`src/eth_sync_fifo.sv`:
```
// first-word-fallthrough fifo
module eth_sync_fifo #(
	parameter int WIDTH      = 8,
	parameter int DEPTH_BITS = 4
) (
	input  logic             clk156,
	input  logic             eth_rst,
	input  logic [WIDTH-1:0] din,
	input  logic             wr_en,
	input  logic             rd_en,
	output logic [WIDTH-1:0] dout,
	output logic             full,
	output logic             empty
);

	logic [WIDTH-1:0]      mem [2**DEPTH_BITS];
	logic [DEPTH_BITS-1:0] wr_ptr;
	logic [DEPTH_BITS-1:0] rd_ptr;
	logic [DEPTH_BITS:0]   count;

	assign dout  = mem[rd_ptr]; // head visible without a read
	assign empty = (count == '0);
	assign full  = count[DEPTH_BITS];

	always_ff @(posedge clk156) begin
		if (wr_en)
			mem[wr_ptr] <= din;
	end

	always_ff @(posedge clk156) begin
		if (eth_rst) begin
			wr_ptr <= '0;
			rd_ptr <= '0;
			count  <= '0;
		end else begin
			if (wr_en)
				wr_ptr <= wr_ptr + 1'b1;
			if (rd_en)
				rd_ptr <= rd_ptr + 1'b1;
			case ({wr_en, rd_en})
				2'b10: count <= count + 1'b1;
				2'b01: count <= count - 1'b1;
				default: ;
			endcase
		end
	end

	a_no_overflow: assert property (@(posedge clk156) disable iff (eth_rst)
		!(wr_en && full));
	a_no_underflow: assert property (@(posedge clk156) disable iff (eth_rst)
		!(rd_en && empty));

endmodule

```
`config.mk`:
```
export PLATFORM = sky130hd
export DESIGN_NAME = eth_sync_fifo
export DESIGN_NICKNAME = d
export VERILOG_FILES = /design/src/eth_sync_fifo.sv
export SDC_FILE = /design/constraint.sdc
export NUM_CORES = 1
export LEC_CHECK = 0
export BUFFER_PORTS_ARGS = -buffer_cell sky130_fd_sc_hd__buf_2
export CAP_MARGIN = 15
export CELL_PAD_IN_SITES_DETAIL_PLACEMENT = 1
export CELL_PAD_IN_SITES_GLOBAL_PLACEMENT = 1
export CORE_AREA = 2 2 104 106
export CTS_CLUSTER_DIAMETER = 60
export DETAILED_ROUTE_END_ITERATION = 6
export DIE_AREA = 0 0 106 108
export GPL_ROUTABILITY_DRIVEN = 0
export PLACE_DENSITY = 0.82
export SYNTH_ARGS = -nofsm -noshare
export SYNTH_HDL_FRONTEND = slang
export SYNTH_SLANG_ARGS = --single-unit
```
`constraint.sdc`:
```
create_clock -name clk156 -period 4.4 [get_ports clk156]
set_input_delay 0 -clock clk156 [delete_from_list [all_inputs] [get_ports clk156]]
set_output_delay 0 -clock clk156 [all_outputs]
set_load 0.01 [all_outputs]
```
==> results.cfg <==
[global_routing]
antenna_found_initial = 0
grt_max_degree = 21
gr-usage-all-layers_pct = 22.9
grt_pass1_vias = 3209
grt_first_pass_wirelength_mm = 18.4
overflow = 0

[clocking]
ctsResizeCount = 0
clock_path_buffers = 2
root_buffer = clkbuf_8
clock_insertion_delay_worst_skew_ns = 0.53
numCtsBuffers = 17
clkSinkCount = 145
clk_pin_slew_ns = 0.06
cts_tree = built
htree_levels = 4

[power]
p_int_mw = 2.47
power_switching_mw = 0.711
power_frac_clock_pct = 43.1
power_mw = 3.18
peakVddDrop_mv = 0.304
p_leak_nw = 2.27
pwr_density_cell_nw_per_um2 = 475
switching_share_pct = 22.3
power_frac_seq_pct = 49.2
comb_power_share_pct = 7.7

[worst_setup_path]
cp.arrival_ns = 2.75
critical_path_buf_inv_count = 2
critPathKind = flip-flop to primary output
slowest_delay_ns = 0.70
crit_family = flip-flops
worstSetupStartpointType = flip-flop
critPathMaxFanout = 17
crit_path_top_delay_cell = dfxtp_2
cp_cell_sequence = buf_4 -> mux4_2 -> a22oi_1 -> nand2_1 -> buf_2
worst_ep_required_time_ns = 4.40
end_kind = primary output

[timing]
timing.final.crit_share_pct = 62.4
finalHoldViolCount = 0
tightest_slew_ns = 0.889
finalSetupTns_ns = 0
skew_ns = 0.00705
period_needed_ns = 2.75
finalMaxSlewViolations = 0
fin_hold_ws_ns = 0.367
fmax_mhz = 364
setup_slack_ns = 1.65
slew_headroom_pct = 40.6
setup_violations = 0
rsz0062_at_grt = no

[placed_design]
place_inst = 456
pre_cts_ws_ns = 2.15
dp_hpwl_mm = 7.37
port_buffers = 21

[die]
die_w_um = 106
core_um2 = 10200
initial_core_util_pct = 56.8
floorplan.die_area_um2 = 11400
pin_count = 22
rows = 37
die-height_um = 108

[final_layout]
final_cell_count_no_fill = 500
multi_input_comb_area_um2 = 1510
layout.nets = 372
seq_area_um2 = 4190
antenna-diode-count = 0
area_growth_pct = 15.4
layout-drive-gt1-share_pct = 25.3
fillers = 871

[outcome]
status = complete, no violations

[logic_synthesis]
syn-instance-count = 312
synthFlopType = edfxtp_1
synth_warnings = 0
syn_nets = 333
netlist_area_um2 = 5810
ys_ff_latch = 145
synthDistinctLibCells = 39
seq_area_frac_synth_pct = 72.0
async_flop_share_pct = 0
avgSynthCellArea_um2 = 18.6
synth_edf_count = 128

[detailed_routing]
wl_per_cell_um = 23.6
vias = 2961
first_iter_violations = 197
drc = 0
wl_mm = 11.8
final_antenna_net_count = 0
via_per_inst = 5.92
drt-pass1-iter-count = 4

[worst_hold_path]
hold_path_class = primary input to flip-flop

[job]
drv_cap = 0
[flip-flops by register name, indices dropped and copies added (netlist names), named ones only]
| register | cells |
|---|---|
| rd_ptr | 4 |
| count | 5 |
| mem | 128 |
| wr_ptr | 4 |
[cell type report]
class                      instances  share of cell area [%]
tap                              136                    2.54
clock inverter                    10                   0.989
multi-input combinational        147                    22.5
sequential                       145                    62.4
timing repair buffer              35                    3.58
clock buffer                      22                    7.71
inverter                           5                   0.280
[through the flow]
stage          area [um^2]  util [%]
2_1_floorplan         5810         -
3_3_place_gp          6000      58.7
3_5_place_dp          6000      58.7
4_1_cts               6700      65.5
5_1_grt               6700      65.5
6_report              6700      65.5
[metal layers]
metal / global-route usage [%] / vias to the layer above / part of all wire, %
met4: 9.87 / 0 / 2.4
met5: 0 / - / 0
met2: 37.8 / 99 / 51
li1: - / 1324 / -
met3: 6.51 / 23 / 5.7
met1: 28.8 / 1515 / 41
[path summary, 6_finish.rpt]
check | to | slack [ns] | start | cells past startpoint
worst max-delay path | dout[1] | 1.65 | flip-flop | 5
worst min-delay path | wr_ptr[1] | 0.37 | wr_en | 4
worst max register to register | count[4] | 2.56 | count[1] | 6
worst min register to register | rd_ptr[2] | 0.58 | rd_ptr[2] | 2
[layout by cell type (no fill, tap or decap), drive strengths merged, types with 2 or more instances in the layout]
cell	synthesis	layout
xnor2	3	3
clkinv	0	6
clkbuf	4	22
nor3b	3	3
ha	9	9
nand3	2	2
nand4	3	3
a21oi	2	2
nand2	15	15
a22oi	16	16
mux2i	3	3
edfxtp	128	128
buf	11	23
nor2b	2	2
mux4	32	32
o21ai	2	2
xor2	6	6
and2	17	17
nor2	15	15
a221oi	2	2
dfxtp	17	17
or4	2	2
nor3	3	3
inv	5	9
dlygate4sd3	0	12
[worst reg2reg max path: cells and delay by family, from the launching register on]
family | cells | cell delay (ns)
AOI/OAI and AO/OA | 2 | 0.34
xor gates and xnor gates | 1 | 0.18
adders and majority gates | 1 | 0.21
DFF | 1 | 0.46
and+or+nand+nor | 2 | 0.59
[Yosys cell counts, types with 4 or more instances]
cell	n	area share, %
and2_1	17	1.8
nor2_1	15	0.97
a22oi_1	16	2.1
nand2_1	15	0.97
xor2_1	6	0.90
inv_1	5	0.32
edfxtp_1	128	66
dfxtp_1	17	5.9
buf_6	4	0.78
buf_1	5	0.32
ha_1	9	1.9
mux4_2	32	12
[kinds of logic (layout without fill, tap and decap cells)]
| family | after synthesis | count (layout) | share of synthesized area [%] |
|---|---|---|---|
| compound gates | 24 | 24 | 3.14 |
| xor+xnor | 9 | 9 | 1.36 |
| fa+ha+maj | 9 | 9 | 1.94 |
| buf+inv | 20 | 72 | 2.07 |
| flops | 145 | 145 | 72.0 |
| mux | 35 | 35 | 12.9 |
| simple gates | 70 | 70 | 6.57 |
[power by group through the flow]
stage	registers [mW]	clock network, mW	logic [mW]
finish	1.57	1.37	0.247
floorplan	1.57	0	0.176
global route	1.57	1.44	0.272
CTS	1.57	1.39	0.249
global placement	1.59	0	0.225
detailed placement	1.59	0	0.237
[timing repair]
action | 4_1_cts | 5_1_grt
hold endpoints to repair | 145 | 0
buffers inserted | 0 | 0
hold buffers | 12 | 0
Note: power is estimated with default switching activity, not from simulation.
