$ cat src/eth_filter_pkg.sv
// udp flow filter definitions
package eth_filter_pkg;

	localparam int DATA_W = 64;
	localparam int KEEP_W = 8;

	// protocol fields, network byte order already swapped
	localparam logic [15:0] ETH_FTYPE_IP = 16'h0800;
	localparam logic [7:0]  IP_PROTO_UDP = 8'h11;

	localparam logic [3:0] VERDICT_DROP = 4'd1;

	localparam int CLASS_DELAY         = 4; // beats
	localparam int KEY_FIFO_DEPTH_BITS = 5;
	localparam int PKT_FIFO_DEPTH_BITS = 9;

	typedef logic [DATA_W-1:0] data_t;
	typedef logic [KEEP_W-1:0] keep_t;

	// {data, keep, last}
	typedef logic [DATA_W+KEEP_W:0] beat_t;

	typedef logic [95:0] flow_key_t;
	typedef logic [3:0]  verdict_t;
	typedef logic [31:0] ip_addr_t;
	typedef logic [15:0] port_t;
	typedef logic [31:0] pkt_cnt_t;
	typedef logic [9:0]  beat_idx_t;

	typedef enum logic [1:0] {
		IDLE,
		PASS,
		DROP
	} ctrl_state_t;

endpackage

$ cat src/eth_tx_merge.sv
// packet-locked tx arbiter
module eth_tx_merge (
	input  logic                  clk156,
	input  logic                  eth_rst,
	input  logic                  byp_empty,
	input  eth_filter_pkg::beat_t byp_beat,
	output logic                  byp_pop,
	input  logic                  chk_valid,
	input  eth_filter_pkg::beat_t chk_beat,
	output logic                  chk_ready,
	output logic                  tx_valid,
	output eth_filter_pkg::data_t tx_data,
	output eth_filter_pkg::keep_t tx_keep,
	output logic                  tx_last,
	input  logic                  tx_ready
);
	import eth_filter_pkg::*;

	logic  locked;   // grant held until last beat goes out
	logic  lock_chk;
	logic  pick_chk;
	beat_t sel_beat;

	// bypass wins when nothing is locked
	assign pick_chk = locked ? lock_chk : byp_empty;

	assign sel_beat = pick_chk ? chk_beat : byp_beat;
	assign tx_valid = pick_chk ? chk_valid : !byp_empty;
	assign tx_data  = sel_beat[DATA_W+KEEP_W:KEEP_W+1];
	assign tx_keep  = sel_beat[KEEP_W:1];
	assign tx_last  = sel_beat[0];

	assign byp_pop   = tx_valid && tx_ready && !pick_chk;
	assign chk_ready = tx_ready && pick_chk;

	// lock as soon as a beat is offered, so a stalled beat cannot be swapped
	always_ff @(posedge clk156) begin
		if (eth_rst) begin
			locked   <= 1'b0;
			lock_chk <= 1'b0;
		end else if (tx_valid) begin
			if (tx_ready && tx_last) begin
				locked <= 1'b0;
			end else begin
				locked   <= 1'b1;
				lock_chk <= pick_chk;
			end
		end
	end

	a_tx_hold: assert property (@(posedge clk156) disable iff (eth_rst)
		tx_valid && !tx_ready |=> tx_valid && $stable(tx_data) && $stable(tx_last));

endmodule

$ cat config.mk
export PLATFORM = sky130hd
export DESIGN_NAME = eth_tx_merge
export DESIGN_NICKNAME = d
export VERILOG_FILES = /design/src/eth_filter_pkg.sv /design/src/eth_tx_merge.sv
export SDC_FILE = /design/constraint.sdc
export NUM_CORES = 1
export LEC_CHECK = 0
export BUFFER_PORTS_ARGS = -buffer_cell sky130_fd_sc_hd__buf_2
export CORE_AREA = 4 4 86 88
export DETAILED_ROUTE_END_ITERATION = 12
export DIE_AREA = 0 0 90 92
export PLACE_DENSITY = 0.57
export SYNTH_ARGS = -nofsm -noshare
export SYNTH_HDL_FRONTEND = slang
export SYNTH_SLANG_ARGS = --single-unit
$ cat constraint.sdc
create_clock -name clk156 -period 3 [get_ports clk156]
set_input_delay 0.15 -clock clk156 [delete_from_list [all_inputs] [get_ports clk156]]
set_output_delay 0.15 -clock clk156 [all_outputs]
set_load 0.01 [all_outputs]
==> flow_summary.toml <==
[status]
status = "complete, no violations"

[synthesis]
synth_cell_types = 16
ys_seq_elements = 2
syn-cell-area_um2 = 1040
synthCells = 99
synth_top_area_share_pct = 78.7
synthTopCellsByArea = "mux2_2 (79%), buf_6 (7.5%), dfxtp_1 (3.8%), mux2i_2 (1.3%), inv_1 (1.1%)"
seq_area_frac_synth_pct = 3.83
syn_nets = 250
synth_warnings = 0
synthFlopType = "dfxtp_1"
synth_largest_area_cell = "mux2_2"
synth_edf_count = 0
synth_common_cells = "mux2_2 (73), buf_6 (7), inv_1 (3), nand2_1 (3), dfxtp_1 (2)"
yosysMostFrequentCell = "mux2_2"
synthArstFlopShare_pct = 0
syn_avg_cell_area_um2 = 10.6

[critical_path]
rrSetupSlack_ns = 1.15
start_kind = "flop"
rr_endpoint = "lock_chk$_SDFFE_PP0P_"
cp-endpoint = "tx_data[24]"
r2r_start = "locked$_SDFFE_PP0P_"
critPathMaxFanout = 75
crit_path_end_kind = "primary output"
worstPathRequired_ns = 2.85
arrival_ns = 1.82
worstSetupStartpoint = "locked$_SDFFE_PP0P_"
critPathKind = "reg -> out"
rr_worst_depth = 4

[place]
port_buffers = 226
dp_hpwl_um = 4270
place_area_um2 = 2220
gp_congestion = 0.705

[grt]
overflow = 0
grt_util_met3_pct = 4.51
grt_pass1_wl_um = 7200
met1_usage_pct = 9.67
gr-max-usage-layer = "met2"
antenna_found_initial = 0
grt_max_degree = 76
use_met2_pct = 20.0
grt_usage_pct = 9.99
grt_pass1_vias = 1645

[sta]
fin_worst_skew_ns = 0.00335
fin_setup_tns_ns = 0
fin_crit_ns = 1.97
min_period_over_period_pct = 65.5
worstMarginPinSlew_ns = 0.373
fmax_ghz = 0.509
slew_headroom_pct = 75.1
hold_violations = 0
setup_viol = 0
maxSlewViolCount = 0
rsz0062_at_grt = "no"

[finish]
layout-drive-gt1-share_pct = 94.7
diodes = 0
fill_cells = 704
multi_input_area_um2 = 918
nets = 474
register_area_um2 = 40.0
final_util_pct = 34.0
stdcell_area_um2 = 2260
syn_to_final_growth_pct = 117

[cts]
cts.path.max_buffers = 2
cts_sinks = 2
clock-root-buffer = "clkbuf_8"
ctsResizeCount = 0
cts_made_buffers = 3
cts_tree = "yes"
cts-htree-levels = 1
postCtsSetupBuffers = 0
clk_latency_ns = 0.21
hold_buffers = 0
clkTransAtPathRegs_ns = 0.03

[power_and_ir_drop]
power.density_nw_per_um2 = 258
p_leak_nw = 1.27
peakVddDrop_v = 0.000164

[detailed_routing]
drc_errors = 0
routed_wl_um = 4810
ant_nets = 0
vias_per_cell = 4.09
num_vias = 1640
firstDrtPassIters = 4
drt-wirelength-per-cell_um = 12.0
first_iter_violations = 13

[floorplanning]
io_pins = 227
core_um2 = 6640
fp-row-count = 30
die-area_um2 = 8280
die_h_um = 92
die_w_um = 90
start_util_pct = 15.7

[worst_hold_path]
hold_path_class = "in -> reg"

[job]
maxCapViolations = 0
routing by layer:
metal | vias to the layer above | share of wire [%]
met4 | 0 | 0
met1 | 696 | 34
li1 | 822 | -
met2 | 122 | 52
met3 | 0 | 14
met5 | - | 0
worst max-delay path, stage by stage (launching register included):
cell	delay [ns]
dfxtp_1	0.41
mux2i_4	0.28
buf_12	0.34
mux2_2	0.39
buf_2	0.14
registers in the layout (all words and copies together) (netlist names):
| name | count |
|---|---|
| lock_chk | 1 |
| locked | 1 |
worst min path at each step:
stage / start / endpoint / cells after the start
after floorplan: eth_rst / locked$_SDFFE_PP0P_ / 1
after detailed placement: eth_rst / lock_chk$_SDFFE_PP0P_ / 2
after CTS: eth_rst / lock_chk$_SDFFE_PP0P_ / 2
after global routing: eth_rst / lock_chk$_SDFFE_PP0P_ / 2
after global placement: eth_rst / locked$_SDFFE_PP0P_ / 2
final: eth_rst / lock_chk$_SDFFE_PP0P_ / 2
kinds of logic (layout without fill, tap and decap cells):
family	after synthesis	after routing	share of synthesized area, %
AOI/OAI and AO/OA	7	7	4.55
muxes	75	75	81.1
and+or+nand+nor	4	4	1.44
buffers and inverters	11	233	9.10
DFF	2	2	3.83
placed cells by master, fill, tap and decap left out, types with 2 or more instances in the layout:
cell type,instances
mux2_2,73
dfxtp_1,2
inv_1,3
clkbuf_8,3
buf_2,226
nand2_1,3
report_power, final:
group	internal [W]	switching, W
combinational	0.000257	0.000188
sequential	0.0000294	0.00000418
clock	0.0000847	0.0000195
final cells by class:
type	instances	area share [%]
clock buffer	3	1.83
timing repair buffer	227	50.9
sequential	2	1.77
inverter	3	0.498
multi-input combinational	86	40.6
tap	80	4.42
metrics by stage:
step	setup slack [ns]	instances	hold slack (ns)	power, W
after global placement	1.18	398	0.332	0.000480
final	1.03	401	0.127	0.000583
after detailed placement	1.15	398	0.337	0.000486
after CTS	1.01	401	0.119	0.000595
after floorplan	1.53	99	0.219	0.000291
after global routing	0.955	401	0.140	0.000629
Note: power is estimated with default switching activity, not from simulation.
