File: src/eth_filter_pkg.sv
// udp flow filter definitions
package eth_filter_pkg;

	localparam int DATA_W = 64;
	localparam int KEEP_W = 8;

	// protocol fields, network byte order already swapped
	localparam logic [15:0] ETH_FTYPE_IP = 16'h0800;
	localparam logic [7:0]  IP_PROTO_UDP = 8'h11;

	localparam logic [3:0] VERDICT_DROP = 4'd1;

	localparam int CLASS_DELAY         = 4; // beats
	localparam int KEY_FIFO_DEPTH_BITS = 5;
	localparam int PKT_FIFO_DEPTH_BITS = 9;

	typedef logic [DATA_W-1:0] data_t;
	typedef logic [KEEP_W-1:0] keep_t;

	// {data, keep, last}
	typedef logic [DATA_W+KEEP_W:0] beat_t;

	typedef logic [95:0] flow_key_t;
	typedef logic [3:0]  verdict_t;
	typedef logic [31:0] ip_addr_t;
	typedef logic [15:0] port_t;
	typedef logic [31:0] pkt_cnt_t;
	typedef logic [9:0]  beat_idx_t;

	typedef enum logic [1:0] {
		IDLE,
		PASS,
		DROP
	} ctrl_state_t;

endpackage

File: src/eth_verdict_ctrl.sv
// verdict release and discard control
module eth_verdict_ctrl (
	input  logic                     clk156,
	input  logic                     eth_rst,
	input  logic                     vfifo_empty,
	input  eth_filter_pkg::verdict_t vfifo_flag,
	output logic                     vfifo_pop,
	input  logic                     pkt_empty,
	input  eth_filter_pkg::beat_t    pkt_beat,
	output logic                     pkt_pop,
	output logic                     chk_valid,
	output eth_filter_pkg::beat_t    chk_beat,
	input  logic                     chk_ready,
	output eth_filter_pkg::pkt_cnt_t pass_count,
	output eth_filter_pkg::pkt_cnt_t drop_count
);
	import eth_filter_pkg::*;

	ctrl_state_t state;
	ctrl_state_t state_nxt;
	logic        pkt_last;
	logic        frame_done;

	assign pkt_last   = pkt_beat[0];
	assign frame_done = pkt_pop && pkt_last;
	assign chk_beat   = pkt_beat; // head of udp buffer goes to the merge as is

	always_comb begin
		state_nxt = state;
		vfifo_pop = 1'b0;
		pkt_pop   = 1'b0;
		chk_valid = 1'b0;
		case (state)
			IDLE: begin
				if (!vfifo_empty) begin
					vfifo_pop = 1'b1;
					state_nxt = (vfifo_flag == VERDICT_DROP) ? DROP : PASS;
				end
			end
			PASS: begin
				chk_valid = !pkt_empty; // frame tail may still be arriving
				pkt_pop   = chk_valid && chk_ready;
				if (pkt_pop && pkt_last)
					state_nxt = IDLE;
			end
			DROP: begin
				pkt_pop = !pkt_empty; // one beat per cycle
				if (pkt_pop && pkt_last)
					state_nxt = IDLE;
			end
			default: state_nxt = IDLE;
		endcase
	end

	always_ff @(posedge clk156) begin
		if (eth_rst) begin
			state      <= IDLE;
			pass_count <= '0;
			drop_count <= '0;
		end else begin
			state <= state_nxt;
			if (frame_done && (state == PASS))
				pass_count <= pass_count + 1'b1;
			if (frame_done && (state == DROP))
				drop_count <= drop_count + 1'b1;
		end
	end

endmodule

File: config.mk
export PLATFORM = sky130hd
export DESIGN_NAME = eth_verdict_ctrl
export DESIGN_NICKNAME = d
export VERILOG_FILES = /design/src/eth_filter_pkg.sv /design/src/eth_verdict_ctrl.sv
export SDC_FILE = /design/constraint.sdc
export NUM_CORES = 1
export LEC_CHECK = 0
export BUFFER_PORTS_ARGS = -buffer_cell sky130_fd_sc_hd__buf_2
export CORE_UTILIZATION = 48
export DETAILED_ROUTE_END_ITERATION = 6
export PLACE_DENSITY_LB_ADDON = 0.2
export SLEW_MARGIN = 40
export SYNTH_ARGS = -nofsm -noshare
export SYNTH_HDL_FRONTEND = slang
export SYNTH_SLANG_ARGS = --single-unit
File: constraint.sdc
create_clock -name clk156 -period 5.1 [get_ports clk156]
set_clock_uncertainty 0.15 [all_clocks]
set_input_delay 0 -clock clk156 [delete_from_list [all_inputs] [get_ports clk156]]
set_output_delay 0 -clock clk156 [all_outputs]
set_load 0.02 [all_outputs]
==> summary.txt <==
Outcome
  • Status: completed

Floorplanning
  • Core region area: 0.00769 sq mm
  • Die area: 0.00824 sq mm
  • Initial Util: 0.492
  • Die height: 90.8 um
  • IO Pins: 222
  • Row cnt: 32
  • Die X: 90.8 um

Clocking
  • Worst-path clk slew: 0.07 ns
  • Clock sink count: 66
  • Post-CTS Repair Setup Buffers: 0
  • CTS tree: built
  • Skew-Pair Late Insertion Delay: 0.34 ns
  • Num CTS Buffers: 9
  • Root Driver: clkbuf_8
  • Clock Tree Buf Depth: 2
  • H-tree depth: 3

Worst hold path
  • Worst min path class: in2reg

STA
  • Unrepaired setup endpoints after global routing: no
  • Setup violations, final: 0
  • Final Hold Violating Endpoints: 0
  • Max-slew headroom: 0.519
  • Slew Viols, Final: 0
  • Final period utilization: 0.518
  • Setup_tns: 0 ns
  • Minimum clock period: 2.64 ns
  • Worst-Margin Slew: 0.716 ns
  • Max Fclk: 379 MHz

Cells and area
  • ANT cells: 0
  • Layout cell share with drive strength beyond 1: 0.217
  • Commonest cells after routing, fill and taps aside: 78 x dlygate4sd3_1, 77 x buf_2, 70 x nor2_1, 66 x dfxtp_1, 32 x xor2_1
  • Area Growth Syn to Fin: 24.6%
  • Final Util: 0.613
  • Most common cell after layout, fill and taps aside: dlygate4sd3_1
  • Final #Nets: 612

Yosys
  • Number of synthesized flops with an enable pin: 0
  • Post-synth top area share: 0.349
  • Synth unique cells: 40
  • #FFs+latches synth: 66
  • Syn avg cell area: 8.50 sq um
  • Mapped Area: 0.00378 sq mm
  • Post-Syn Nets: 532
  • Cells taking the most area after synthesis: dfxtp_1 35%, buf_4 14%, xor2_1 7.4%
  • Area leader, netlist: dfxtp_1
  • Synth Instances: 445
  • Warnings, synthesis: 0
  • Async set-reset flop share out of synthesis: 0
  • Top FF cell, synth: dfxtp_1
  • Sequential area share after synthesis: 0.349

Global routing
  • Largest net degree at the start of global routing: 67
  • First-pass GRT wire length: 14,400 um
  • Initial antenna violation count: 0
  • Congestion Overflow GR: 0
  • Number of global-route vias before repair: 3,020
  • Total track usage: 0.214

Critical path
  • Crit path max-delay cell type: or4_2
  • RR Startpoint: state[1]$_SDFFE_PP0P_
  • Crit path to: pass_count[25]$_SDFFE_PP0P_
  • FF-to-FF End: pass_count[25]$_SDFFE_PP0P_
  • Crit path largest cell delay: 0.93 ns
  • Worst setup SP type: register
  • Crit path DAT: 2.69 ns
  • Required time of the worst setup path: 5.15 ns
  • Worst reg2reg path depth: 7
  • Kind of end point of the critical path: register
  • Crit-path cells: inv_1, ha_1, nand2b_4, or4_2, nor4_2, xnor2_1, nor2_1
  • Reg-to-reg setup timing slack: 2.46 ns
  • Worst Setup Path Type: reg2reg
  • Critical path peak fanout: 17
  • Crit. Startpoint: state[1]$_SDFFE_PP0P_

Routing
  • Pre-Repair DR Iteration Count: 4
  • DRT Wirelength: 8860 um
  • Routed vias/inst: 5.17
  • Wire per inst: 14.0 um
  • DR iter-0 viols: 88
  • Post-DRT Antenna Nets: 0
  • Vias: 3,268
  • Post-route DRC: 0

Pwr
  • Leak: 1.94 nW
  • PwrDens: 239 mW/mm^2
  • Worst VDD drop: 0.120 mV

Placed design
  • RePlAce Congestion: 0.805
  • Hpwl dp: 5840 um
  • IO buf count: 77

Job
  • Total of max-cap violations: 0
==> worst max-delay path: cells and delay by family (launching register included) <==
family | cells | cell delay [ns]
xor gates and xnor gates | 1 | 0.15
adders and majority gates | 1 | 0.34
and+or+nand+nor | 4 | 1.42
buffers and inverters | 1 | 0.07
DFF | 1 | 0.36
==> metrics by stage <==
stage,hold WS [ns],setup slack (ns),std cells,total power [mW],cell area [sq um]
5_1_grt,0.111,2.28,632,1.17,4710
2_1_floorplan,-0.0719,2.90,445,0.634,3780
3_3_place_gp,-0.150,2.36,538,0.561,3700
3_5_place_dp,-0.150,2.42,538,0.561,3700
4_1_cts,0.0363,2.41,632,1.14,4700
6_report,0.0434,2.46,632,1.13,4710
==> worst min path at each step <==
stage | endpoint | start | cells after the start | slack, ns
after CTS | pass_count[1]$_SDFFE_PP0P_ | pkt_empty | 4 | 0.04
final | pass_count[1]$_SDFFE_PP0P_ | pkt_empty | 4 | 0.04
after detailed placement | chk_beat[12] | pkt_beat[12] | 0 | -0.15
after floorplan | chk_valid | pkt_empty | 1 | -0.07
after global placement | chk_beat[12] | pkt_beat[12] | 0 | -0.15
after global routing | pass_count[1]$_SDFFE_PP0P_ | pkt_empty | 5 | 0.11
==> cells by family after synthesis <==
family	after synthesis	share of synthesized area
AO/OA/AOI/OAI	17	0.0261
XOR/XNOR	58	0.134
adder cells (fa/ha/maj)	5	0.0165
buffers and inverters	100	0.174
flip-flops	66	0.349
AND/OR/NAND/NOR	199	0.299
==> repair_timing <==
| item | 4_1_cts | 5_1_grt |
|---|---|---|
| hold endpoints to repair | 75 | 0 |
| setup endpoints to repair | 0 | 0 |
| resized for setup | 0 | 0 |
| hold buffers | 78 | 0 |
==> report_power, final <==
part,switching (mW),total (mW),internal (mW)
sequential,0.000797,0.517,0.516
clock,0.199,0.484,0.285
combinational,0.0710,0.124,0.0531
==> flip-flops by register name (all words and copies together), names as in the netlist <==
register / count
drop_count: 32
pass_count: 32
state: 2
==> routing by layer <==
metal  wire length [um]  track usage
met4                 65       0.0529
met3                488       0.0446
met1               3830        0.266
met2               4470        0.377
met5                  0            0
==> cells in the mapped netlist (all sizes together) (8+ instances only) <==
| master | instances |
|---|---|
| xor2 | 32 |
| nor3 | 11 |
| xnor2 | 26 |
| nand2 | 23 |
| nand3 | 22 |
| buf | 76 |
| a21oi | 8 |
| clkbuf | 12 |
| nor4 | 10 |
| and4 | 9 |
| nor2 | 70 |
| and3 | 8 |
| inv | 12 |
| nand4 | 27 |
| dfxtp | 66 |
==> final cells by class <==
class,instances,area [sq um]
Multi-Input combinational cell,279,1820
Inverter,12,45.0
Clock inverter,6,80.1
Timing Repair Buffer,157,1180
Tap cell,102,128
Fill cell,700,2970
Clock buffer,10,138
Sequential cell,66,1320
Power figures use the tool's default switching activity.
