$ cat src/eth_filter_pkg.sv
// udp flow filter definitions
package eth_filter_pkg;

	localparam int DATA_W = 64;
	localparam int KEEP_W = 8;

	// protocol fields, network byte order already swapped
	localparam logic [15:0] ETH_FTYPE_IP = 16'h0800;
	localparam logic [7:0]  IP_PROTO_UDP = 8'h11;

	localparam logic [3:0] VERDICT_DROP = 4'd1;

	localparam int CLASS_DELAY         = 4; // beats
	localparam int KEY_FIFO_DEPTH_BITS = 5;
	localparam int PKT_FIFO_DEPTH_BITS = 9;

	typedef logic [DATA_W-1:0] data_t;
	typedef logic [KEEP_W-1:0] keep_t;

	// {data, keep, last}
	typedef logic [DATA_W+KEEP_W:0] beat_t;

	typedef logic [95:0] flow_key_t;
	typedef logic [3:0]  verdict_t;
	typedef logic [31:0] ip_addr_t;
	typedef logic [15:0] port_t;
	typedef logic [31:0] pkt_cnt_t;
	typedef logic [9:0]  beat_idx_t;

	typedef enum logic [1:0] {
		IDLE,
		PASS,
		DROP
	} ctrl_state_t;

endpackage

$ cat src/eth_rx_parser.sv
// receive header parser
module eth_rx_parser (
	input  logic                      clk156,
	input  logic                      eth_rst,
	input  logic                      rx_valid,
	input  eth_filter_pkg::data_t     rx_data,
	input  logic                      rx_last,
	output logic                      key_valid,
	output eth_filter_pkg::flow_key_t key,
	output logic                      known_valid,
	output logic                      frame_is_udp
);
	import eth_filter_pkg::*;

	beat_idx_t   rx_cnt;
	logic [15:0] ftype;
	logic [7:0]  ip_proto;
	ip_addr_t    src_ip;
	logic [15:0] dst_ip_hi;
	ip_addr_t    dst_ip;
	port_t       src_port;
	port_t       dst_port;
	logic        is_udp;

	// beat 4 fields, straight off the bus
	assign dst_ip   = {dst_ip_hi, rx_data[7:0], rx_data[15:8]};
	assign src_port = {rx_data[23:16], rx_data[31:24]};
	assign dst_port = {rx_data[39:32], rx_data[47:40]};

	assign is_udp       = (ftype == ETH_FTYPE_IP) && (ip_proto == IP_PROTO_UDP);
	assign frame_is_udp = is_udp; // sampled with known_valid

	always_ff @(posedge clk156) begin
		if (eth_rst) begin
			rx_cnt      <= '0;
			ftype       <= '0;
			ip_proto    <= '0;
			src_ip      <= '0;
			dst_ip_hi   <= '0;
			known_valid <= 1'b0;
			key_valid   <= 1'b0;
		end else begin
			known_valid <= rx_valid && (rx_cnt == 10'd2);
			key_valid   <= rx_valid && (rx_cnt == 10'd4) && is_udp;
			if (rx_valid) begin
				if (rx_last) begin
					rx_cnt    <= '0;
					ftype     <= '0;
					ip_proto  <= '0;
					src_ip    <= '0;
					dst_ip_hi <= '0;
				end else begin
					if (rx_cnt != '1)
						rx_cnt <= rx_cnt + 1'b1; // saturate on jumbo frames
					case (rx_cnt)
						10'd1: ftype <= {rx_data[39:32], rx_data[47:40]};
						10'd2: ip_proto <= rx_data[63:56];
						10'd3: begin
							src_ip    <= {rx_data[23:16], rx_data[31:24],
							              rx_data[39:32], rx_data[47:40]};
							dst_ip_hi <= {rx_data[55:48], rx_data[63:56]};
						end
						default: ;
					endcase
				end
			end
		end
	end

	// key word order matches the lookup engine
	always_ff @(posedge clk156) begin
		if (rx_valid && (rx_cnt == 10'd4))
			key <= {src_ip, dst_ip, dst_port, src_port};
	end

endmodule

$ cat config.mk
export PLATFORM = sky130hd
export DESIGN_NAME = eth_rx_parser
export DESIGN_NICKNAME = d
export VERILOG_FILES = /design/src/eth_filter_pkg.sv /design/src/eth_rx_parser.sv
export SDC_FILE = /design/constraint.sdc
export NUM_CORES = 1
export LEC_CHECK = 0
export BUFFER_PORTS_ARGS = -buffer_cell sky130_fd_sc_hd__buf_2
export CAP_MARGIN = 25
export CELL_PAD_IN_SITES_DETAIL_PLACEMENT = 1
export CELL_PAD_IN_SITES_GLOBAL_PLACEMENT = 2
export CORE_MARGIN = 3
export CORE_UTILIZATION = 40
export CTS_BUF_LIST = sky130_fd_sc_hd__clkbuf_8
export DETAILED_ROUTE_END_ITERATION = 10
export PLACE_DENSITY_LB_ADDON = 0.1
export SLEW_MARGIN = 40
export SYNTH_ARGS = -nofsm -noshare
export SYNTH_HDL_FRONTEND = slang
export SYNTH_SLANG_ARGS = --single-unit
$ cat constraint.sdc
create_clock -name clk156 -period 11.9 [get_ports clk156]
set_input_delay 2.38 -clock clk156 [delete_from_list [all_inputs] [get_ports clk156]]
set_output_delay 2.38 -clock clk156 [all_outputs]
set_load 0.01 [all_outputs]
==> metrics.txt, run 1 <==
run status complete, no violations; CP startpoint kind register; Ys Warns 0; Max Clock Freq 0.238 GHz; Critical Path Slowest Stage Cell nor4_1; die height 127 um; Mapped Avg Cell Area 16.5 um2; Buf/Inv on CP 1; Top FF cell, synth edfxtp_1; Syn Inst Count 358; Worst-path clk slew 90 ps; largest net degree at the start of global routing 83; vias 3700; vias per cell 5.11; Final Util 0.521; clock skew 12.7 ps; layout cells sized above 1 0.383; post-synthesis cell type count 38; WL/cell 18.2 um; DP HPWL 8910 um; GRT Util Overall 0.166; global-route wire length before repair 20900 um; Clock Sinks 180; hold buffers post-CTS 0; Hold WS 436 ps; vias in the first global route 3800; Slew Viols, Final 0; Initial Utilization 0.417; register area share after synthesis 0.774; DRC violations left 0; Final Instance Area 0.00737 mm2; CTS buffer count 17; Synth area leaders edfxtp_1 49%, dfxtp_1 29%, a22o_1 11%; Setup Fix Bufs, Post-CTS 0; Crit path required time 9520 ps; final setup fails 0; io pins 167; post-synth net total 430; Worst Min Path Start dst_ip_hi[1]; post-cts resize count 0; clk_lat worst skew 440 ps; crit-path cells nor4_1, nand4_1, nor2_1, buf_2; initial antenna violation count 0; Critical Path End Type primary output; Core Box Area 0.0141 mm2; FFs w/ async S/R, synth 0; EDFF count, synth 96; initial DRC count 254; Yosys top cell by area edfxtp_1; max incr delay on CP 430 ps; Crit Reg-Reg Startpoint rx_cnt[4]; post-layout min period 4200 ps; FP Rows 43; Final ANT Viol Nets 0; RSZ-0062 raised after global routing false; CP arrival 1820 ps; gpl congestion 0.758; most common cell in the netlist edfxtp_1; final WL 13200 um; Tcrit/Tclk final 0.353; Max Buffers Root-to-Sink 2; die footprint 0.0162 mm2; Post-synth top cells 96 x edfxtp_1, 84 x dfxtp_1, 72 x a22o_1; Remaining Overflow, GRT 0; CTS tree yes; Crit Path Category register to primary output; worst ir drop on vdd 0.0572 mV; Hold Vio Cnt, Final 0; htree depth 4; FF+latch count, synth 180; Worst Path Max Fanout 2; Area Growth Syn to Fin 25.0%; nets 602; Yosys top cell area share 0.489; Power, Total 1.14 mW; root buffer cell clkbuf_8; hold crit path type register to register; power per standard cell area 155 mW/mm2; Max Cap Viol 0; Rel. slew slack 0.508; count of input and output buffers 166; CP top delay family simple AND/OR/NAND/NOR gates; Die X 127 um; post-synthesis cell area 0.00590 mm2; Critical Path Source ftype[6]; leakage 2.71 nW; setup TNS 0 ps; Worst Tran Pin Value 738 ps; placed standard-cell area 0.00689 mm2; first-pass iteration count of the detailed router 4
==> state kept, by name (all words and copies together), names as in the netlist <==
signal and cells:
src_ip 32, key 96, key_valid 1, dst_ip_hi 16
ip_proto 8, rx_cnt 10, known_valid 1, ftype 16
==> kinds of logic after synthesis <==
kind of cell / synth area share
adder cells (fa/ha/maj): 0.00849
multiplexers: 0.00170
flip-flops: 0.774
buffers and inverters: 0.0208
AND/OR/NAND/NOR: 0.0584
AO/OA/AOI/OAI: 0.136
==> where the power goes <==
group	total (mW)	internal [mW]	switching [mW]
registers	0.652	0.651	0.00132
logic	0.0305	0.0113	0.0192
clock network	0.462	0.255	0.207
==> path summary, 6_finish.rpt <==
kind | endpoint | slack, ps | cells after the start
setup reg to reg | key[54] | 9420 | 4
setup / recovery | frame_is_udp | 7700 | 4
hold reg to reg | key[49] | 440 | 0
hold / removal | key[49] | 440 | 0
==> layout make-up <==
| class | count | area (um2) |
|---|---|---|
| inverter | 4 | 15.0 |
| tap | 180 | 225 |
| fill | 1437 | 6780 |
| timing repair buffer | 170 | 865 |
| clock inverter | 14 | 208 |
| sequential | 180 | 4560 |
| multi-input combinational | 157 | 1240 |
| clock buffer | 18 | 248 |
| antenna | 1 | 2.50 |
==> metrics by stage <==
step	worst slack (ps)	cells
after CTS	7630	721
after global routing	7510	723
after detailed placement	7550	689
final	7700	724
after global placement	7460	689
after floorplan	4590	358
==> layout by cell type (no fill, tap or decap), types with 3 or more instances in the layout <==
cell	count
buf_2	166
edfxtp_1	96
dfxtp_1	84
a22o_1	72
clkbuf_8	18
nor2_1	9
nand2_1	7
nand3_1	6
o21ai_0	6
a21oi_1	5
bufinv_16	5
inv_1	4
nor4_1	4
nor4b_1	4
nand2b_1	4
and3_1	4
ha_1	4
nor4_4	3
a31oi_1	3
clkinv_2	3
buf_4	3
==> per-layer routing <==
metal / share of wire / track usage
met4: 0.0057 / 0.0530
met2: 0.51 / 0.268
met1: 0.42 / 0.217
met5: 0 / 0
met3: 0.064 / 0.0460
Power figures use the tool's default switching activity.
==> run 2: changes to the inputs <==
--- a/config.mk
+++ b/config.mk
@@ -5,12 +5,13 @@
 export SDC_FILE = /design/constraint.sdc
 export NUM_CORES = 1
 export LEC_CHECK = 0
+export ABC_AREA = 1
 export BUFFER_PORTS_ARGS = -buffer_cell sky130_fd_sc_hd__buf_2
 export CAP_MARGIN = 25
 export CELL_PAD_IN_SITES_DETAIL_PLACEMENT = 1
 export CELL_PAD_IN_SITES_GLOBAL_PLACEMENT = 2
 export CORE_MARGIN = 3
-export CORE_UTILIZATION = 40
+export CORE_UTILIZATION = 35
 export CTS_BUF_LIST = sky130_fd_sc_hd__clkbuf_8
 export DETAILED_ROUTE_END_ITERATION = 10
 export PLACE_DENSITY_LB_ADDON = 0.1
==> constraint.sdc (replaced) <==
create_clock -name clk156 -period 4.3 [get_ports clk156]
set_input_delay 0.86 -clock clk156 [delete_from_list [all_inputs] [get_ports clk156]]
set_output_delay 0.86 -clock clk156 [all_outputs]
set_load 0.01 [all_outputs]
==> metrics.txt, run 2 <==
CTS tree yes; worst ir drop on vdd 0.180 mV; Initial Utilization 0.362; hold buffers post-CTS 0; FFs w/ async S/R, synth 0; final setup fails 0; final WL 18400 um; Max Cap Viol 0; CP arrival 1550 ps; run status complete, no violations; hold crit path type register to register; worst slack at placement 1620 ps; Largest Register key; Area Growth Syn to Fin 19.2%; antenna diode count 0; RSZ-0062 raised after global routing false; nets 896; Crit Path Category register to primary output; Worst Path Max Fanout 2; io pins 167; post-synthesis cell type count 27; clock skew 13.8 ps; CTS buffer count 17; Fillers 2295; Syn Inst Count 683; met1 wire length 8410 um; FF+latch count, synth 180; Synth area leaders edfxtp_1 40%, dfxtp_1 24%, nand4_1 6.3%; CP startpoint kind register; gpl congestion 0.817; Largest regs key (96), src_ip (32); Hold Vio Cnt, Final 0; vias 5422; Clock Sinks 180; count of input and output buffers 166; Top FF cell, synth edfxtp_1; Remaining Overflow, GRT 0; met3 WL post-DR 753 um; commonest non-fill, non-tap cell in the layout buf_2; register area share after synthesis 0.640; Worst-path clk slew 100 ps; power per standard cell area 367 mW/mm2; initial DRC count 286; Setup Fix Bufs, Post-CTS 0; Yosys top cell by area edfxtp_1; Die X 149 um; placed standard-cell area 0.00810 mm2; vias in the first global route 5621; post-layout min period 2410 ps; DR WL met2 9020 um; die footprint 0.0221 mm2; Final Instance Area 0.00850 mm2; FP Rows 51; Final ANT Viol Nets 0; DP HPWL 12000 um; Power, Total 3.12 mW; number of flip-flops under the largest register name 96; EDFF count, synth 96; vias per cell 4.92; htree depth 4; Max Clock Freq 0.415 GHz; DRC violations left 0; clk_lat worst skew 450 ps; post-cts resize count 0; root buffer cell clkbuf_8; Yosys top cell area share 0.404; GRT Util Overall 0.166; post-synthesis cell area 0.00714 mm2; Worst Tran Pin Value 802 ps; Core Box Area 0.0197 mm2; Post-synth top cells 96 x edfxtp_1, 84 x dfxtp_1, 76 x nand3_1, 76 x nor2_1, 75 x a21oi_1; die height 149 um; largest net degree at the start of global routing 74; setup ws final 1890 ps; Critical Path End Type primary output; initial antenna violation count 0; Mapped Avg Cell Area 10.4 um2; Tcrit/Tclk final 0.561; highest metal used met4; global-route wire length before repair 29400 um; post-synth net total 755; WL/cell 16.7 um; layout cells sized above 1 0.272; Ys Warns 0; leading cell types in the layout, fill and taps excluded 166 x buf_2, 96 x edfxtp_1, 84 x dfxtp_1; Slew Viols, Final 0; Max Buffers Root-to-Sink 2; leakage 3.14 nW; most common cell in the netlist edfxtp_1; Crit path required time 3440 ps; first-pass iteration count of the detailed router 4; Rel. slew slack 0.465
==> run 2: cell count changes in the layout (fill, tap and decap cells not counted), sizes merged, moves of 4 or more <==
cell	delta
nand3	+83
bufinv	-4
and3	-4
nand4	+71
buf	+5
a21oi	+70
nor4b	-4
nor2	+68
nand2b	-4
nor4	-8
nand2	+38
inv	+77
a22o	-72
clkinv	-5
==> run 2: per-stage QoR <==
stage | instances | hold WS (ps) | TNS, ps | util
5_1_grt | 1102 | 439 | 0 | 0.431
3_5_place_dp | 1069 | 422 | 0 | 0.411
4_1_cts | 1101 | 442 | 0 | 0.430
3_3_place_gp | 1068 | 416 | 0 | 0.408
6_report | 1102 | 438 | 0 | 0.431
2_1_floorplan | 683 | 409 | -29140 | -
==> run 2: cells by family (layout without fill, tap and decap cells) <==
logic type                 after synthesis  in the layout  synth area share
and+or+nand+nor                        293            293             0.212
AOI/OAI and AO/OA                       80             80            0.0561
DFF                                    180            180             0.640
buffers and inverters                  126            280            0.0856
adders and majority gates                4              4           0.00701
==> run 2: final cells by class <==
| cell class | instances | area (um2) | area share |
|---|---|---|---|
| Sequential cell | 180 | 4560 | 0.537 |
| Multi-Input combinational cell | 377 | 2010 | 0.237 |
| Timing Repair Buffer | 175 | 938 | 0.110 |
| Tap cell | 265 | 332 | 0.0390 |
| Inverter | 73 | 274 | 0.0322 |
| Clock buffer | 17 | 234 | 0.0275 |
| Clock inverter | 15 | 148 | 0.0174 |
==> run 2: path summary, 6_finish.rpt <==
check                                 start            to  slack [ps]  depth (start not counted)
worst max register to register    rx_cnt[5]      ftype[1]        2010                          8
worst max-delay path            ip_proto[6]  frame_is_udp        1890                          6
worst min register to register   src_ip[14]       key[78]         440                          0
worst min-delay path             src_ip[14]       key[78]         440                          0
==> run 2: layer usage <==
layer | global-route usage | vias up
li1 | - | 2655
met1 | 0.216 | 2633
met2 | 0.285 | 119
met3 | 0.0292 | 15
met4 | 0.0513 | 0
met5 | 0 | -
==> run 2: worst max-delay path: stages, from the launching register on <==
cell,delay (ps)
dfxtp_1,320
nor2_1,120
nand3b_1,90
nor3_1,200
nand3_1,170
inv_1,80
buf_2,120
==> run 2: power breakdown <==
part / total (mW) / internal [mW] / switching [mW]
Clock: 1.13 / 0.477 / 0.654
Sequential: 1.81 / 1.81 / 0.00539
Combinational: 0.178 / 0.0559 / 0.122
Total: 3.12 / 2.34 / 0.782
