**config.mk**
```make
export PLATFORM = sky130hd
export DESIGN_NAME = eth_class_delay
export DESIGN_NICKNAME = d
export VERILOG_FILES = /design/src/eth_filter_pkg.sv /design/src/eth_class_delay.sv
export SDC_FILE = /design/constraint.sdc
export NUM_CORES = 1
export LEC_CHECK = 0
export BUFFER_PORTS_ARGS = -buffer_cell sky130_fd_sc_hd__buf_2
export CORE_ASPECT_RATIO = 1.2
export CORE_MARGIN = 2
export CORE_UTILIZATION = 49
export DETAILED_ROUTE_END_ITERATION = 8
export PLACE_DENSITY_LB_ADDON = 0.25
export SLEW_MARGIN = 20
export SYNTH_ARGS = -nofsm -noshare
export SYNTH_HDL_FRONTEND = slang
export SYNTH_SLANG_ARGS = --single-unit
```
**constraint.sdc**
```tcl
create_clock -name clk156 -period 0.8 [get_ports clk156]
set_clock_uncertainty 0.05 [all_clocks]
set_input_delay 0.04 -clock clk156 [delete_from_list [all_inputs] [get_ports clk156]]
set_output_delay 0.04 -clock clk156 [all_outputs]
set_load 0.01 [all_outputs]
```
**src/eth_filter_pkg.sv**
```systemverilog
// udp flow filter definitions
package eth_filter_pkg;

	localparam int DATA_W = 64;
	localparam int KEEP_W = 8;

	// protocol fields, network byte order already swapped
	localparam logic [15:0] ETH_FTYPE_IP = 16'h0800;
	localparam logic [7:0]  IP_PROTO_UDP = 8'h11;

	localparam logic [3:0] VERDICT_DROP = 4'd1;

	localparam int CLASS_DELAY         = 4; // beats
	localparam int KEY_FIFO_DEPTH_BITS = 5;
	localparam int PKT_FIFO_DEPTH_BITS = 9;

	typedef logic [DATA_W-1:0] data_t;
	typedef logic [KEEP_W-1:0] keep_t;

	// {data, keep, last}
	typedef logic [DATA_W+KEEP_W:0] beat_t;

	typedef logic [95:0] flow_key_t;
	typedef logic [3:0]  verdict_t;
	typedef logic [31:0] ip_addr_t;
	typedef logic [15:0] port_t;
	typedef logic [31:0] pkt_cnt_t;
	typedef logic [9:0]  beat_idx_t;

	typedef enum logic [1:0] {
		IDLE,
		PASS,
		DROP
	} ctrl_state_t;

endpackage

```
**src/eth_class_delay.sv**
```systemverilog
// class delay line and steering
module eth_class_delay (
	input  logic                  clk156,
	input  logic                  eth_rst,
	input  logic                  rx_valid,
	input  eth_filter_pkg::data_t rx_data,
	input  eth_filter_pkg::keep_t rx_keep,
	input  logic                  rx_last,
	input  logic                  known_valid,
	input  logic                  frame_is_udp,
	output logic                  byp_push,
	output logic                  udp_push,
	output eth_filter_pkg::beat_t beat
);
	import eth_filter_pkg::*;

	logic [CLASS_DELAY-1:0] stg_vld;
	beat_t                  stg_beat [CLASS_DELAY];
	logic                   out_vld;
	logic                   cls_udp;  // class of frame leaving the line
	logic                   out_busy; // frame partly pushed out

	assign out_vld  = stg_vld[CLASS_DELAY-1];
	assign beat     = stg_beat[CLASS_DELAY-1];
	assign byp_push = out_vld && !cls_udp;
	assign udp_push = out_vld && cls_udp;

	always_ff @(posedge clk156) begin
		if (eth_rst)
			stg_vld <= '0;
		else
			stg_vld <= {stg_vld[CLASS_DELAY-2:0], rx_valid};
	end

	always_ff @(posedge clk156) begin
		stg_beat[0] <= {rx_data, rx_keep, rx_last};
		for (int i = 1; i < CLASS_DELAY; i++)
			stg_beat[i] <= stg_beat[i-1];
	end

	// next frame's class may land on the same cycle as our last beat
	always_ff @(posedge clk156) begin
		if (eth_rst) begin
			cls_udp  <= 1'b0;
			out_busy <= 1'b0;
		end else begin
			if (known_valid)
				cls_udp <= frame_is_udp;
			else if (out_vld && beat[0])
				cls_udp <= 1'b0; // short frames default to bypass
			if (out_vld)
				out_busy <= !beat[0];
		end
	end

	// class must be settled before a frame's first beat leaves
	a_class_in_time: assert property (@(posedge clk156) disable iff (eth_rst)
		known_valid |-> !out_busy || (out_vld && beat[0]));

endmodule

```
==> results, run 1 <==
- Counting every net in the synthesized netlist gives 385.
- Clock-pin slew was measured on the worst setup and hold paths at around 0.060 ns.
- For this design the static power due to leakage is 3.94 nW.
- STA classifies the critical path startpoint as a register.
- At the end of the flow, the number of nets in the layout was 642.
- The transition at the pin with the smallest max-transition slack is 0.142 ns.
- The routability congestion estimate from global placement is 0.619.
- The terminus of the critical flop-to-flop path is cls_udp$_SDFFE_PP0P_.
- The logic depth of the worst register-to-register path is 3.
- The number of buffer cells added on primary ports is 152.
- Global routing finished with a remaining overflow of 0.
- The tightest min-delay check is of the in -> reg type.
- The final reports fail on setup timing.
- The synthesized area divided by synthesized cell count is 19.6 um2.
- Along the worst hold path, the cell count comes to 2.
- Setup repair after global routing could not meet its margin everywhere.
- Timing would allow up to 842 MHz.
- The antenna diode count is 0.
- Measured along the y axis, the die boundary spans 125 um.
- Setup violations remaining at the end of the flow were counted as 75.
- Counting every instance in the synthesized netlist gives 307.
- The run finished, with violations left.
- Entering global routing, the biggest net connects 17 pins.
- The detailed-router iteration count before antenna repair is 2.
- The initial utilization of the core area, before any placement, comes to between 40 and 50%.
- Using the TritonRoute via totals, the vias-per-cell ratio works out to 3.86.
- The relative slew slack is 90.6%.
- The endpoint type of the worst setup path is an output port.
- The all-layer global routing usage is 13.4%.
- approximately 150 I/O pins were placed.
- The number of pins exceeding their max-slew limit in the final report is 0.
- The number of buffers between clock root and the deepest sink is 3.
- The die is roughly 110 um wide.
- The area growth from synthesis to layout is 46.8%.
- In this run the number of H-tree levels came out at 1.
- In this run, the number of DRC markers left after iteration 0 of detailed routing was 33.
- In this run the cell area of the synthesized design comes to 6010 um2.
- The core region is about 12000 um2.
- In the finished design, the share of the clock period the worst path needs comes to 148%.
- For flop-to-flop paths, the worst setup slack is 0.08 ns.
- The final setup slack of the worst path is -0.388 ns.
- The routed layout has 2868 vias.
- In this run the worst path has a maximum fanout of 3.
- The number of warnings printed during yosys synthesis is 0.
- The final-report hold violation count came to 0.
- The post-route antenna net violation count is 0.
- In this run the clock root is driven by a sky130_fd_sc_hd__clkbuf_16.
- The internal power of the cells totals 0.0235 W.
- The layout has about 700 filler cells.
- The initial antenna violation count was 0.
- Dividing total power by cell area gives a power density of 3270 nW/um2.
- The clock group share of total power is 42.1%.
- The start point of the worst min-delay path is rx_keep[2].
- The proportion of total power due to net switching is approximately 19%.
- The critical register-to-register path startpoint is stg_vld[3]$_SDFF_PP0_.
- In the final layout, flip-flops and latches occupy 5980 um2.
- After detailed routing, the number of remaining DRC violations is 0.
- The flop and latch count out of synthesis is 297.
- Dividing the detail-routed wire length by the instance count gives 12.0 um.
- The sequential share of power is a little over half.
- The post-route netlist has 38.5% of its cells at a drive strength greater than 1.
- The CTS sink count is around 300.
- The overall die area is about 13000 um2.
- Clock latency on the worst-skew pair, taken at its later pin, is 0.50 ns.
- For the worst setup path, the data required time is 0.71 ns.
- IR analysis of the VDD net gives a maximum drop of 2.55 mV.
- Prior to clock tree synthesis, the placed netlist has a worst setup slack of 0.107 ns.
- The sequential-to-total area share from yosys stat is 99.0%.
- The unique cell type count in the Yosys netlist is 6.
- Per report_power, the combinational group accounts for just over 3% of the total.
- Clock tree synthesis inserted a total of 26 buffers.
- For this run, the share of the core covered by cells in the final layout is 73.2%.
- The total half-perimeter wirelength after legalization and detailed placement is 4770 um.
- The net load switching power is 0.00535 W.
- The via count of the first global-routing pass is ~3000.
- In the final layout, the multi-input gates occupy 61.3 um2.
- After detailed routing, the total wire length is 8910 um.
- The final critical-path required period is 1.19 ns.
- For hold timing, the worst endpoint is stg_beat[0][3]$_DFF_P_.
- The cell row count is 44.
- The classification of the worst setup path is reg -> out.
- For the worst setup path, the data arrival time is 1.10 ns.
- The clock tree from TritonCTS is done.
- The number of maximum-capacitance violations is 0.
- The first global-routing pass estimated 13900 um of wire.
[per-stage QoR]
| step | cells | hold slack (ns) | setup TNS [ns] | power (W) | area (um2) |
|---|---|---|---|---|---|
| after global placement | 620 | 0.0922 | 0 | 0.0165 | 6970 |
| final | 743 | 0.114 | -16.43 | 0.0288 | 8820 |
| after CTS | 743 | 0.0921 | -18.47 | 0.0290 | 8660 |
| after detailed placement | 620 | 0.0936 | 0 | 0.0166 | 6970 |
| after floorplan | 307 | 0.0177 | 0 | 0.0162 | 6010 |
| after global routing | 743 | 0.104 | -19.23 | 0.0298 | 8820 |
[critical path: stages, from the launching register on]
cell	delay, ns
sky130_fd_sc_hd__dfxtp_2	0.33
sky130_fd_sc_hd__and2_1	0.14
sky130_fd_sc_hd__buf_2	0.13
[state kept, by name, indices dropped and copies added, names as in the netlist]
| name | flops |
|---|---|
| cls_udp | 1 |
| stg_vld | 4 |
| stg_beat | 292 |
[kinds of logic after synthesis]
group              share of synthesized area (%)
DFF                                         99.0
AOI/OAI and AO/OA                          0.146
and+or+nand+nor                            0.875
[what timing repair did]
action / CTS / global route
buffers inserted: 0 / 0
endpoints found under the hold margin: 78 / 0
resized for setup: 17 / 43
setup endpoints to repair: 75 / 75
hold buffers: 77 / 0
[worst max-delay path by stage]
stage	startpoint	to	slack (ns)	cells past startpoint
finish	stg_vld[3]$_SDFF_PP0_	udp_push	-0.39	2
global route	stg_vld[3]$_SDFF_PP0_	byp_push	-0.44	2
detailed placement	stg_vld[3]$_SDFF_PP0_	byp_push	0.11	2
global placement	stg_vld[3]$_SDFF_PP0_	cls_udp$_SDFFE_PP0P_	0.15	3
CTS	stg_vld[3]$_SDFF_PP0_	byp_push	-0.42	2
floorplan	stg_beat[3][0]$_DFF_P_	cls_udp$_SDFFE_PP0P_	0.09	3
[layout make-up]
type	instances	area share, %
Sequential cell	297	67.8
Timing Repair Buffer	229	19.4
Clock buffer	37	8.65
Tap cell	161	2.28
Clock inverter	9	1.12
Multi-Input combinational cell	10	0.695
[Yosys cell counts (all sizes together)]
cell / count / area [um2]
dfxtp: 297 / 5950
nor2b: 5 / 31.3
nand2: 2 / 7.51
a21oi: 1 / 8.76
and2: 1 / 6.26
nand3b: 1 / 7.51
[power by group through the flow]
stage / Sequential [W] / Clock, W / Combinational [W]
2_1_floorplan: 0.0161 / 0 / 0.0000116
3_3_place_gp: 0.0160 / 0 / 0.000496
3_5_place_dp: 0.0161 / 0 / 0.000505
4_1_cts: 0.0158 / 0.0124 / 0.000820
5_1_grt: 0.0159 / 0.0130 / 0.000948
6_report: 0.0158 / 0.0121 / 0.000886
[per-layer routing]
layer | part of all wire, % | vias to the layer above | track usage [%] | wire length (um)
li1 | - | 1460 | - | -
met1 | 38 | 1287 | 13.4 | 3360
met2 | 53 | 105 | 25.1 | 4680
met3 | 7.3 | 16 | 4.48 | 651
met4 | 2.5 | 0 | 5.49 | 219
met5 | 0 | - | 0 | 0
[layout by cell type (no fill, tap or decap)]
cell type / count
sky130_fd_sc_hd__dfxtp_1: 267
sky130_fd_sc_hd__buf_2: 123
sky130_fd_sc_hd__dlygate4sd3_1: 77
sky130_fd_sc_hd__dfxtp_2: 30
sky130_fd_sc_hd__buf_6: 29
sky130_fd_sc_hd__clkbuf_16: 27
sky130_fd_sc_hd__clkinv_2: 6
sky130_fd_sc_hd__nor2b_1: 5
sky130_fd_sc_hd__clkbuf_1: 5
sky130_fd_sc_hd__clkbuf_8: 5
sky130_fd_sc_hd__nand2_1: 2
sky130_fd_sc_hd__bufinv_16: 2
sky130_fd_sc_hd__nand3b_1: 1
sky130_fd_sc_hd__a21oi_2: 1
sky130_fd_sc_hd__and2_1: 1
sky130_fd_sc_hd__clkinv_4: 1
Power figures use the tool's default switching activity.
==> inputs of run 2 (changes only) <==
--- a/config.mk
+++ b/config.mk
@@ -8,9 +8,9 @@
 export BUFFER_PORTS_ARGS = -buffer_cell sky130_fd_sc_hd__buf_2
 export CORE_ASPECT_RATIO = 1.2
 export CORE_MARGIN = 2
-export CORE_UTILIZATION = 49
+export CORE_UTILIZATION = 45
 export DETAILED_ROUTE_END_ITERATION = 8
-export PLACE_DENSITY_LB_ADDON = 0.25
+export PLACE_DENSITY_LB_ADDON = 0.1
 export SLEW_MARGIN = 20
 export SYNTH_ARGS = -nofsm -noshare
 export SYNTH_HDL_FRONTEND = slang
==> constraint.sdc (replaced) <==
create_clock -name clk156 -period 0.97 [get_ports clk156]
set_clock_uncertainty 0.05 [all_clocks]
set_input_delay 0.0485 -clock clk156 [delete_from_list [all_inputs] [get_ports clk156]]
set_output_delay 0.0485 -clock clk156 [all_outputs]
set_load 0.01 [all_outputs]
==> results, run 2 (synthesized netlist as in run 1, its figures left out) <==
- The deepest level of the CTS H-tree is 1 (unchanged).
- The critical-path cell with the highest stage delay is sky130_fd_sc_hd__dfxtp_4 (was sky130_fd_sc_hd__dfxtp_2).
- The overall die area is 14300 um2 (was 13200 um2).
- The count of unresolved DRC violations after routing is 0 (unchanged).
- Critical Path, Cell by Cell: and2_4, buf_6 (was and2_1, buf_2).
- The routing usage on met1 is 10.9% (was 13.4%).
- The detailed-router iteration count before antenna repair is 2 (unchanged).
- The average via count per standard cell is 3.84 (was 3.86).
- The CTS sink count is 297 (unchanged).
- The endpoint of the worst setup timing path is udp_push (unchanged).
- The global routing's busiest layer is met2 (unchanged).
- The floorplan die width came to 109 um (was 105 um).
- The transition at the pin with the smallest max-transition slack was 0.147 ns (was 0.142 ns).
- The relative slew slack is 90.2% (was 90.6%).
- The required time reported for the critical path endpoint is 0.87 ns (was 0.71 ns).
- The clock tree from TritonCTS is done (unchanged).
- The number of top-level design ports is 153 (unchanged).
- Violations in the final reports: setup timing (unchanged).
- The post-route worst hold slack is 0.126 ns (was 0.114 ns).
- The routed length per placed instance is 11.4 um (was 12.0 um).
- The overall via count from detail_route came to 2887 (was 2868).
- The number of maximum-capacitance violations is 0 (unchanged).
- The classification of the worst setup path is reg -> out (unchanged).
- The total power per unit cell area is 2690 nW/um2 (was 3270 nW/um2).
- The count of routing violations after the opening detailed-route iteration is 70 (was 33).
- The post-synthesis to final-layout area growth is 49.6% (was 46.8%).
- The total power draw is 0.0242 W (was 0.0288 W).
- The flip-flop count of the largest register, all copies and words added came to 292 (unchanged).
- The aggregate negative setup slack is -4.59 ns (was -16.43 ns).
- Run status: finished, violations left (unchanged).
- The initial antenna violation count is 0 (unchanged).
- The layout cell share with drive strength beyond 1 was 41.1% (was 38.5%).
- The layout net count was 643 (was 642).
- The largest register by flop count was stg_beat (unchanged).
- After layout, the minimum clock period comes to 1.21 ns.
- The endpoint type of the worst setup path is an output port (unchanged).
- The overall overflow remaining after global route is 0 (unchanged).
- The floorplan core area is 13100 um2 (was 12100 um2).
- The leakage power is 3.98 nW (was 3.94 nW).
- The clock-pin transition on the worst setup and hold timing paths is 0.06 ns (about the same).
- The cell row count was 46 (was 44).
- The kind of launch point of the worst setup path is a register (unchanged).
- The met2 capacity usage during global routing is 20.2% (was 25.1%).
- The share of the core filled with cells in the final layout is 68.5% (was 73.2%).
- Setup repair after global routing missed its margin: yes (unchanged).
- The master cell of the clock root buffer is sky130_fd_sc_hd__clkbuf_16 (unchanged).
- The number of buffer cells added on primary ports is 152 (unchanged).
- The total wire length after detailed routing is 8600 um (was 8910 um).
- The via count of the first global-routing pass is 2841 (was 2984).
- The all-layer global routing usage is 11.1% (was 13.4%).
- The terminus of the critical flop-to-flop path is cls_udp$_SDFFE_PP0P_ (unchanged).
- The initial standard-cell utilization of the core was 45.8% (was 49.8%).
- The logic depth of the worst register-to-register path is 3 (unchanged).
- The maximum number of pins on one net before global-route repair is 16 (was 17).
- The number of post-CTS setup repair buffers is 0 (unchanged).
- The leading cell type in the layout, fill and taps excluded is sky130_fd_sc_hd__dfxtp_1 (unchanged).
- The antenna diode count is 0 (unchanged).
- The critical path data arrival time is 1.11 ns (was 1.10 ns).
- The critical path's largest stage delay is 0.36 ns (was 0.33 ns).
- The total half-perimeter wirelength after legalization and detailed placement is 4740 um (was 4770 um).
- The die height is 131 um (was 125 um).
- The maximum frequency from static timing analysis is around 830 MHz.
- The final-report hold violation count is 0 (unchanged).
- The first-pass GRT wire length is 12400 um (was 13900 um).
- The worst supply voltage drop on vdd came to 2.03 mV (was 2.55 mV).
- The post-route antenna net violation count was 0 (unchanged).
- The register-to-register setup slack came to 0.25 ns (was 0.08 ns).
- The number of pins exceeding their max-slew limit in the final report is 0 (unchanged).
- The total of endpoints with negative setup slack in the final report was 75 (unchanged).
- The path type of the worst min-delay path is in -> reg (unchanged).
- The global routing met3 resource utilization came to 4.17% (was 4.48%).
- Largest registers in the final layout: stg_beat x292, stg_vld x4, cls_udp x1 (unchanged).
- The final setup slack of the worst path came to -0.236 ns (was -0.388 ns).
- The routability congestion estimate from global placement is 0.655 (was 0.619).
- Commonest cells after routing, fill and taps aside: sky130_fd_sc_hd__dfxtp_1 (255), sky130_fd_sc_hd__buf_2 (110), sky130_fd_sc_hd__dlygate4sd3_1 (77) (was sky130_fd_sc_hd__dfxtp_1 (267), sky130_fd_sc_hd__buf_2 (123), sky130_fd_sc_hd__dlygate4sd3_1 (77)).
- The number of buffers created by CTS is 27 (was 26).
- In the finished design, the share of the clock period the worst path needs comes to 124%.
- The critical register-to-register path startpoint was stg_vld[3]$_SDFF_PP0_ (unchanged).
- The largest fanout on the critical path is 3 (unchanged).
- The number of buffers between clock root and the deepest sink is 3 (unchanged).
- The clock network latency to the later pin of the worst-skew pair is 0.51 ns (was 0.50 ns).
- The post-placement worst setup slack is 0.261 ns (was 0.107 ns).
- The worst setup path startpoint is cls_udp$_SDFFE_PP0P_ (was stg_vld[3]$_SDFF_PP0_).
[run 2: cell count changes in the layout (fill, tap and decap cells not counted), moves of 3 or more]
cell and delta:
sky130_fd_sc_hd__buf_2 -13, sky130_fd_sc_hd__buf_6 +13, sky130_fd_sc_hd__clkbuf_8 +4, sky130_fd_sc_hd__clkinv_2 -3
sky130_fd_sc_hd__dfxtp_1 -12, sky130_fd_sc_hd__dfxtp_2 +11
[run 2: layout make-up]
cell class                 instances  area (um2)
timing repair buffer             229        1790
multi-input combinational         10        71.3
fill                             884        4140
sequential                       297        6000
clock inverter                     7        91.3
clock buffer                      41         818
tap                              168         210
[run 2: timing repair]
| action | in CTS | in global routing |
|---|---|---|
| endpoints found under the hold margin | 78 | 0 |
| gates resized for setup | 28 | 60 |
| hold buffers | 77 | 0 |
| pin swaps | 1 | 1 |
| endpoints found under the setup margin | 75 | 75 |
[run 2: per-layer routing]
metal / vias to the layer above / routed length (um) / part of all wire (%)
met2: 109 / 4460 / 52
met1: 1294 / 3120 / 36
met5: - / 0 / 0
met3: 22 / 795 / 9.2
met4: 0 / 231 / 2.7
li1: 1462 / - / -
[run 2: worst min path at each step]
stage | cells after the start | slack, ns | startpoint | to
2_1_floorplan | 0 | 0.03 | rx_last | stg_beat[0][0]$_DFF_P_
3_3_place_gp | 1 | 0.10 | rx_data[51] | stg_beat[0][60]$_DFF_P_
3_5_place_dp | 1 | 0.10 | rx_data[2] | stg_beat[0][11]$_DFF_P_
4_1_cts | 2 | 0.1 | rx_data[27] | stg_beat[0][36]$_DFF_P_
5_1_grt | 2 | 0.11 | rx_data[36] | stg_beat[0][45]$_DFF_P_
6_report | 2 | 0.13 | rx_keep[4] | stg_beat[0][5]$_DFF_P_
[run 2: per-stage QoR]
stage | instances | instance area [um2]
3_5_place_dp | 627 | 6980
2_1_floorplan | 307 | 6010
3_3_place_gp | 627 | 6980
5_1_grt | 752 | 8990
6_report | 752 | 8990
4_1_cts | 752 | 8760
[run 2: critical path, delay by kind of cell (launching register included)]
| family | cells | cell delay (ns) |
|---|---|---|
| buf+inv | 1 | 0.11 |
| flops | 1 | 0.36 |
| simple gates | 1 | 0.14 |
[run 2: report_power, final]
part	switching (W)	internal, W	leakage, nW	total, W
Combinational	0.000236	0.000518	1.03	0.000755
Sequential	0.000160	0.0129	2.51	0.0130
Clock	0.00407	0.00632	0.448	0.0104
